## config.mk

```make
export PLATFORM = sky130hd
export DESIGN_NAME = edge_pe
export DESIGN_NICKNAME = d
export VERILOG_FILES = /design/src/logic/edge_pe_pkg.sv /design/src/logic/nbr_if.sv /design/src/logic/bank_if.sv /design/src/logic/neighbor_list.sv /design/src/logic/bank_stream.sv /design/src/logic/edge_pe_ctrl.sv /design/src/logic/edge_pe.sv
export SDC_FILE = /design/constraint.sdc
export NUM_CORES = 1
export LEC_CHECK = 0
export BUFFER_PORTS_ARGS = -buffer_cell sky130_fd_sc_hd__buf_2
export CORE_ASPECT_RATIO = 0.7
export CORE_MARGIN = 2
export CORE_UTILIZATION = 55
export DETAILED_ROUTE_END_ITERATION = 10
export GPL_TIMING_DRIVEN = 0
export PLACE_DENSITY_LB_ADDON = 0.3
export SLEW_MARGIN = 0
export SYNTH_ARGS = -nofsm -noshare
export SYNTH_HDL_FRONTEND = slang
export SYNTH_SLANG_ARGS = --single-unit
```

## constraint.sdc

```tcl
create_clock -name clk -period 3.34 [get_ports clk]
set_input_delay 0.334 -clock clk [delete_from_list [all_inputs] [get_ports clk]]
set_output_delay 0.334 -clock clk [all_outputs]
set_load 0.01 [all_outputs]
```

## src/logic/edge_pe_pkg.sv

```systemverilog
package edge_pe_pkg;

    localparam int NODE_W = 7;   // 128 nodes
    typedef logic [NODE_W-1:0] node_id_t;

    localparam int NUM_PE   = 4;
    localparam int PE_TAG_W = $clog2(NUM_PE);

    localparam int FV_LANES  = 2;
    localparam int FV_LANE_W = 8;
    typedef logic [FV_LANE_W-1:0] fv_lane_t;
    localparam int FV_BEAT_W = FV_LANES * FV_LANE_W;

    localparam int IDS_PER_BEAT = 2;

    typedef enum logic {
        kind_nbr_ids = 1'b0,
        kind_feature = 1'b1
    } req_kind_t;

    typedef enum logic [2:0] {
        st_idle,
        st_req_ids,
        st_wait_ids,
        st_req_fv,
        st_wait_fv,
        st_finish
    } ctrl_state_t;

endpackage

```

## src/logic/nbr_if.sv

```systemverilog
`timescale 1ns/1ns

interface nbr_if import edge_pe_pkg::*; #(
    parameter int max_degree = 16
) ();
    localparam int cnt_w = $clog2(max_degree + 1);
    localparam int idx_w = $clog2(max_degree);

    logic             collect;    // high while the id stream is expected
    logic             list_done;
    logic [cnt_w-1:0] count;
    logic [idx_w-1:0] rd_index;
    node_id_t         rd_id;

    modport ctrl (output collect, rd_index, input list_done, count, rd_id);
    modport list (input collect, rd_index, output list_done, count, rd_id);

endinterface

```

## src/logic/bank_if.sv

```systemverilog
`timescale 1ns/1ns

interface bank_if import edge_pe_pkg::*; ();

    logic     forward;   // feature vector expected
    node_id_t target;
    logic     fv_last;
    logic     finish;    // one cycle, becomes done_aggr

    modport ctrl (output forward, target, finish, input fv_last);
    modport stream (input forward, target, finish, output fv_last);

endinterface

```

## src/logic/neighbor_list.sv

```systemverilog
`timescale 1ns/1ns

module neighbor_list import edge_pe_pkg::*; #(
    parameter int max_degree = 16
) (
    input  logic                                 clk,
    input  logic                                 reset,
    input  logic                                 nbr_sos,
    input  logic                                 nbr_eos,
    input  logic [$clog2(max_degree + 1)-1:0]    nbr_count,
    input  node_id_t [IDS_PER_BEAT-1:0]          nbr_ids,
    nbr_if.list                                  nbr
);
    localparam int cnt_w = $clog2(max_degree + 1);
    localparam int idx_w = $clog2(max_degree);

    node_id_t         ids [max_degree];
    logic [idx_w-1:0] wr_idx;
    logic [idx_w-1:0] wr_base;
    logic [cnt_w-1:0] count_q;
    logic             accept;

    assign accept  = nbr.collect;
    assign wr_base = nbr_sos ? '0 : wr_idx;   // sos always restarts the list

    always_ff @(posedge clk or negedge reset) begin
        if (!reset) begin
            wr_idx  <= '0;
            count_q <= '0;
        end else if (accept) begin
            wr_idx <= nbr_eos ? '0 : wr_base + idx_w'(IDS_PER_BEAT);
            if (nbr_sos) begin
                count_q <= nbr_count;
            end
        end
    end

    // lower half of the beat goes to the lower index
    always_ff @(posedge clk) begin
        if (accept) begin
            for (int i = 0; i < IDS_PER_BEAT; i++) begin
                ids[wr_base + idx_w'(i)] <= nbr_ids[i];
            end
        end
    end

    assign nbr.count     = count_q;
    assign nbr.rd_id     = ids[nbr.rd_index];
    assign nbr.list_done = accept && nbr_eos;

endmodule

```

## src/logic/bank_stream.sv

```systemverilog
`timescale 1ns/1ns

module bank_stream import edge_pe_pkg::*; (
    input  logic                 clk,
    input  logic                 reset,
    input  logic                 fv_sos,
    input  logic                 fv_eos,
    input  logic [FV_BEAT_W-1:0] fv_data,
    output logic                 bank_sos,
    output logic                 bank_eos,
    output fv_lane_t             bank_lane0,
    output fv_lane_t             bank_lane1,
    output node_id_t             bank_node,
    output logic                 done_aggr,
    bank_if.stream               bank
);
    logic accept;
    logic open;   // inside an accepted stream

    assign accept       = bank.forward && (fv_sos || open);
    assign bank.fv_last = accept && fv_eos;

    always_ff @(posedge clk or negedge reset) begin
        if (!reset) begin
            open      <= 1'b0;
            bank_sos  <= 1'b0;
            bank_eos  <= 1'b0;
            done_aggr <= 1'b0;
        end else begin
            bank_sos  <= accept && fv_sos;
            bank_eos  <= accept && fv_eos;
            done_aggr <= bank.finish;
            if (accept) begin
                open <= !fv_eos;
            end
        end
    end

    always_ff @(posedge clk) begin
        if (accept) begin
            bank_lane0 <= fv_data[FV_LANE_W-1:0];
            bank_lane1 <= fv_data[FV_BEAT_W-1:FV_LANE_W];
        end
        if (accept || bank.finish) begin
            bank_node <= bank.target;   // target also tags done_aggr
        end
    end

endmodule

```

## src/logic/edge_pe_ctrl.sv

```systemverilog
`timescale 1ns/1ns

module edge_pe_ctrl import edge_pe_pkg::*; #(
    parameter int max_degree = 16,
    parameter int pe_tag     = 0
) (
    input  logic                clk,
    input  logic                reset,
    input  logic                task_valid,
    input  node_id_t            task_node,
    input  logic                arb_grant,
    output logic                arb_req,
    output logic [PE_TAG_W-1:0] arb_tag,
    output req_kind_t           arb_kind,
    output node_id_t            arb_node,
    output logic                idle_flag,
    nbr_if.ctrl                 nbr,
    bank_if.ctrl                bank
);
    localparam int cnt_w = $clog2(max_degree + 1);
    localparam int idx_w = $clog2(max_degree);

    ctrl_state_t      state;
    ctrl_state_t      state_next;
    node_id_t         target;
    logic [idx_w-1:0] fv_ptr;
    logic             last_nbr;

    assign last_nbr = (cnt_w'(fv_ptr) + 1'b1) == nbr.count;

    always_comb begin
        state_next = state;
        case (state)
            st_idle: begin
                if (task_valid) state_next = st_req_ids;
            end
            st_req_ids: begin
                if (arb_grant) state_next = st_wait_ids;
            end
            st_wait_ids: begin
                if (nbr.list_done) state_next = st_req_fv;
            end
            st_req_fv: begin
                if (arb_grant) state_next = st_wait_fv;
            end
            st_wait_fv: begin
                if (bank.fv_last) begin
                    state_next = last_nbr ? st_finish : st_req_fv;
                end
            end
            st_finish: state_next = st_idle;
            default:   state_next = st_idle;
        endcase
    end

    always_ff @(posedge clk or negedge reset) begin
        if (!reset) begin
            state  <= st_idle;
            fv_ptr <= '0;
        end else begin
            state <= state_next;
            if (bank.fv_last) begin
                fv_ptr <= last_nbr ? '0 : fv_ptr + 1'b1;   // wraps for the next task
            end
        end
    end

    always_ff @(posedge clk) begin
        if (state == st_idle && task_valid) begin
            target <= task_node;
        end
    end

    // request is a level held until the grant
    assign arb_req  = (state == st_req_ids) || (state == st_req_fv);
    assign arb_tag  = PE_TAG_W'(pe_tag);
    assign arb_kind = (state == st_req_fv) ? kind_feature : kind_nbr_ids;
    assign arb_node = (state == st_req_fv) ? nbr.rd_id : target;

    assign idle_flag    = state == st_idle;
    assign nbr.collect  = state == st_wait_ids;
    assign nbr.rd_index = fv_ptr;
    assign bank.forward = state == st_wait_fv;
    assign bank.target  = target;
    assign bank.finish  = state == st_finish;

endmodule

```

## src/logic/edge_pe.sv

```systemverilog
`timescale 1ns/1ns

module edge_pe import edge_pe_pkg::*; #(
    parameter int max_degree = 16,
    parameter int pe_tag     = 0
) (
    input  logic                              clk,
    input  logic                              reset,
    input  logic                              task_valid,
    input  node_id_t                          task_node,
    input  logic                              arb_grant,
    input  logic                              nbr_sos,
    input  logic                              nbr_eos,
    input  logic [$clog2(max_degree + 1)-1:0] nbr_count,
    input  node_id_t [IDS_PER_BEAT-1:0]       nbr_ids,
    input  logic                              fv_sos,
    input  logic                              fv_eos,
    input  logic [FV_BEAT_W-1:0]              fv_data,
    output logic                              arb_req,
    output logic [PE_TAG_W-1:0]               arb_tag,
    output req_kind_t                         arb_kind,
    output node_id_t                          arb_node,
    output logic                              bank_sos,
    output logic                              bank_eos,
    output fv_lane_t                          bank_lane0,
    output fv_lane_t                          bank_lane1,
    output node_id_t                          bank_node,
    output logic                              done_aggr,
    output logic                              idle_flag
);
    nbr_if #(.max_degree(max_degree)) nbr_bus ();
    bank_if bank_bus ();

    edge_pe_ctrl #(
        .max_degree (max_degree),
        .pe_tag     (pe_tag)
    ) i_ctrl (
        .clk        (clk),
        .reset      (reset),
        .task_valid (task_valid),
        .task_node  (task_node),
        .arb_grant  (arb_grant),
        .arb_req    (arb_req),
        .arb_tag    (arb_tag),
        .arb_kind   (arb_kind),
        .arb_node   (arb_node),
        .idle_flag  (idle_flag),
        .nbr        (nbr_bus.ctrl),
        .bank       (bank_bus.ctrl)
    );

    neighbor_list #(.max_degree(max_degree)) i_list (
        .clk       (clk),
        .reset     (reset),
        .nbr_sos   (nbr_sos),
        .nbr_eos   (nbr_eos),
        .nbr_count (nbr_count),
        .nbr_ids   (nbr_ids),
        .nbr       (nbr_bus.list)
    );

    bank_stream i_stream (
        .clk        (clk),
        .reset      (reset),
        .fv_sos     (fv_sos),
        .fv_eos     (fv_eos),
        .fv_data    (fv_data),
        .bank_sos   (bank_sos),
        .bank_eos   (bank_eos),
        .bank_lane0 (bank_lane0),
        .bank_lane1 (bank_lane1),
        .bank_node  (bank_node),
        .done_aggr  (done_aggr),
        .bank       (bank_bus.stream)
    );

endmodule

```

==> results.json <==
{
  "status": "finished, final reports clean",
  "finalPower_uw": 6363,
  "worst_pin_slew_ns": 1.195,
  "p_leak_uw": 0.003294,
  "grt_max_degree": 21,
  "drive_gt1_frac": 0.3956,
  "max_freq_mhz": 310.4,
  "syn2layout_area_growth_pct": 16.34,
  "hp-class": "input pin to flip-flop",
  "core_um2": 14050,
  "drc": 0,
  "first_pass_iters": 5,
  "synthDistinctLibCells": 45,
  "required_ns": 3.51,
  "cts_root_buf": "clkbuf_16",
  "syn_area_um2": 7996,
  "yosys.area.top_type": "edfxtp_1",
  "cts_max_level": 4,
  "fillers": 1045,
  "startpoint_type": "flip-flop",
  "wl_um": 21180,
  "wl_per_cell_um": 24.49,
  "reg2reg_slack_ns": 0.12,
  "clk_pin_slew_worst_paths_ns": 0.07,
  "place_inst": 832,
  "holdWs_ns": 0.07291,
  "arrival_ns": 3.40,
  "instances_no_fill": 865,
  "initial_core_util": 0.5690,
  "cts_setup_buffers": 0,
  "slew_headroom": 0.1974,
  "syn_inst": 555,
  "dp_hpwl_um": 14940,
  "grt_pass1_wl_um": 31720,
  "critPathCaptureType": "flip-flop",
  "finalSetupViolCount": 0,
  "clockBufferDepth": 2,
  "cts_inserted_buffers": 17,
  "drv_slew": 0,
  "totalNegativeSetupSlack_ns": 0,
  "synth_edf_count": 142,
  "cellPowerDensity_nw_per_um2": 684.0,
  "grt_antenna_before_repair": 0,
  "fin_crit_sh": 0.9647,
  "crit_type": "flip-flop to flip-flop",
  "async_flop_share": 0.1235,
  "grt_overflow": 0,
  "postLayoutCoreUtil": 0.6619,
  "gr-usage-all-layers": 0.2813,
  "synthTopCellsByArea": "edfxtp_1 (53%), mux2_2 (15%), mux2i_1 (6.6%), dfrtp_1 (6.3%), mux2_4 (2.6%)",
  "die_height_um": 104.9,
  "cts_sinks": 162,
  "max-vdd-ir-drop_uv": 329.6,
  "ant_nets": 0,
  "hold_violations": 0,
  "fin_nets": 714,
  "skew_ns": 0.01015,
  "die_w_um": 148.1,
  "cap_violations": 0,
  "grt_pass1_vias": 5324,
  "cp_max_fo": 10,
  "vias": 5356,
  "cts_tree": "built",
  "die_area_um2": 15530,
  "synthFlopType": "edfxtp_1",
  "port_buffers": 85,
  "synth_top_cell_area_share": 0.5332,
  "synth.avg_cell_area_um2": 14.41,
  "ys_seq_area_frac": 0.5958,
  "diodes": 0,
  "fin_crit_ns": 3.222,
  "ys_ff_latch": 162,
  "place.gp.congestion": 0.9321,
  "vias_per_cell": 6.192,
  "ios": 88,
  "synth_common_cells": "edfxtp_1 (142), mux2_2 (104), mux2i_1 (53), clkbuf_1 (31), a22oi_1 (25)",
  "rsz0062_at_grt": "yes",
  "yosysWarnings": 0,
  "yosysMostFrequentCell": "edfxtp_1",
  "placementRows": 36,
  "clock_latency_ns": 0.44,
  "drtIter0Drc": 708
}
[logic make-up (layout without fill, tap and decap cells)]
| family | Yosys count | in the layout | synth area share |
|---|---|---|---|
| buffers and inverters | 48 | 167 | 0.02613 |
| other | 1 | 2 | 0.0004690 |
| and+or+nand+nor | 103 | 103 | 0.06900 |
| AOI/OAI and AO/OA | 56 | 56 | 0.04976 |
| xor gates and xnor gates | 10 | 10 | 0.01095 |
| DFF | 162 | 162 | 0.5958 |
| adders and majority gates | 2 | 2 | 0.003129 |
| muxes | 173 | 173 | 0.2447 |
[critical path, stage by stage, from the launching register on]
cell      delay, ns
dfrtp_1        0.41
clkbuf_1       0.38
nor2b_1        0.19
ha_1           0.23
xor2_1         0.29
nand2_1        0.28
nor3_2         0.76
mux2_2         0.42
[worst paths after layout]
| path | startpoint | to | depth (start not counted) |
|---|---|---|---|
| min reg2reg | i_ctrl.bank.target[1] | i_stream.bank_node[1] | 0 |
| min in group asynchronous | reset | i_list.nbr.count[0] | 2 |
| max | i_list.wr_idx[2] | i_list.ids[8][1] | 7 |
| min | fv_data[7] | i_stream.bank_lane0[7] | 1 |
| max reg2reg | i_list.wr_idx[2] | i_list.ids[8][1] | 7 |
| max in group asynchronous | reset | i_list.wr_idx[0] | 2 |
[cell usage in the layout (no fill, tap or decap), types with 6 or more instances in the layout]
cell and n:
nor3_2 8, clkbuf_16 17, dfrtp_1 20, clkbuf_1 30
a32oi_1 6, nand3_1 7, o21ai_0 10, nand2b_1 8
buf_2 88, mux2_4 14, mux2_2 104, mux2i_1 53
edfxtp_1 142, a22oi_1 25, clkbuf_2 6, or3_1 6
xnor2_1 7, nand2_1 23, nor2_1 21
[sequential cells by signal, summed over array words and instances, names as in the netlist, 3 cells and up]
register / count
i_list.ids: 112
i_stream.bank_lane0: 8
i_stream.bank_lane1: 8
i_ctrl.bank.target: 7
i_stream.bank_node: 7
i_list.nbr.count: 5
i_ctrl.nbr.rd_index: 4
i_list.wr_idx: 4
i_ctrl.state: 3
[area by class of cell]
| type | instances | area (µm²) | share of cell area |
|---|---|---|---|
| Sequential cell | 162 | 4765 | 0.5122 |
| Multi-Input combinational cell | 346 | 3044 | 0.3272 |
| Timing Repair Buffer | 87 | 442.9 | 0.04761 |
| Clock buffer | 20 | 436.7 | 0.04694 |
| Tap cell | 190 | 237.7 | 0.02555 |
| Buffer | 42 | 195.2 | 0.02098 |
| Clock inverter | 12 | 158.9 | 0.01708 |
| Inverter | 6 | 22.52 | 0.002421 |
[where the power goes]
group | internal [µW] | total [µW] | switching [µW]
registers | 2460 | 2570 | 111
logic | 681 | 1780 | 1100
clock network | 1180 | 2010 | 831
total | 4330 | 6360 | 2040
[metal layers]
layer	GRT usage	part of all wire	vias up
met5	0	0	-
met4	0.08503	0.018	0
met3	0.09214	0.13	38
met2	0.4051	0.44	320
met1	0.4077	0.41	2664
li1	-	-	2334
[through the flow]
stage,setup slack (ns),cell area [µm²]
detailed placement,-0.01041,8677
finish,0.1179,9303
CTS,0.07733,9291
global route,-0.01216,9303
global placement,-0.3488,8663
floorplan,0.6355,8000
[timing repair]
item                                    in CTS  in global routing
hold buffers                                 1                  0
gates cloned                                 0                  0
gates resized for setup                      4                  8
endpoints found under the hold margin       20                  0
endpoints found under the setup margin      12                 14
Note: power is estimated with default switching activity, not from simulation.
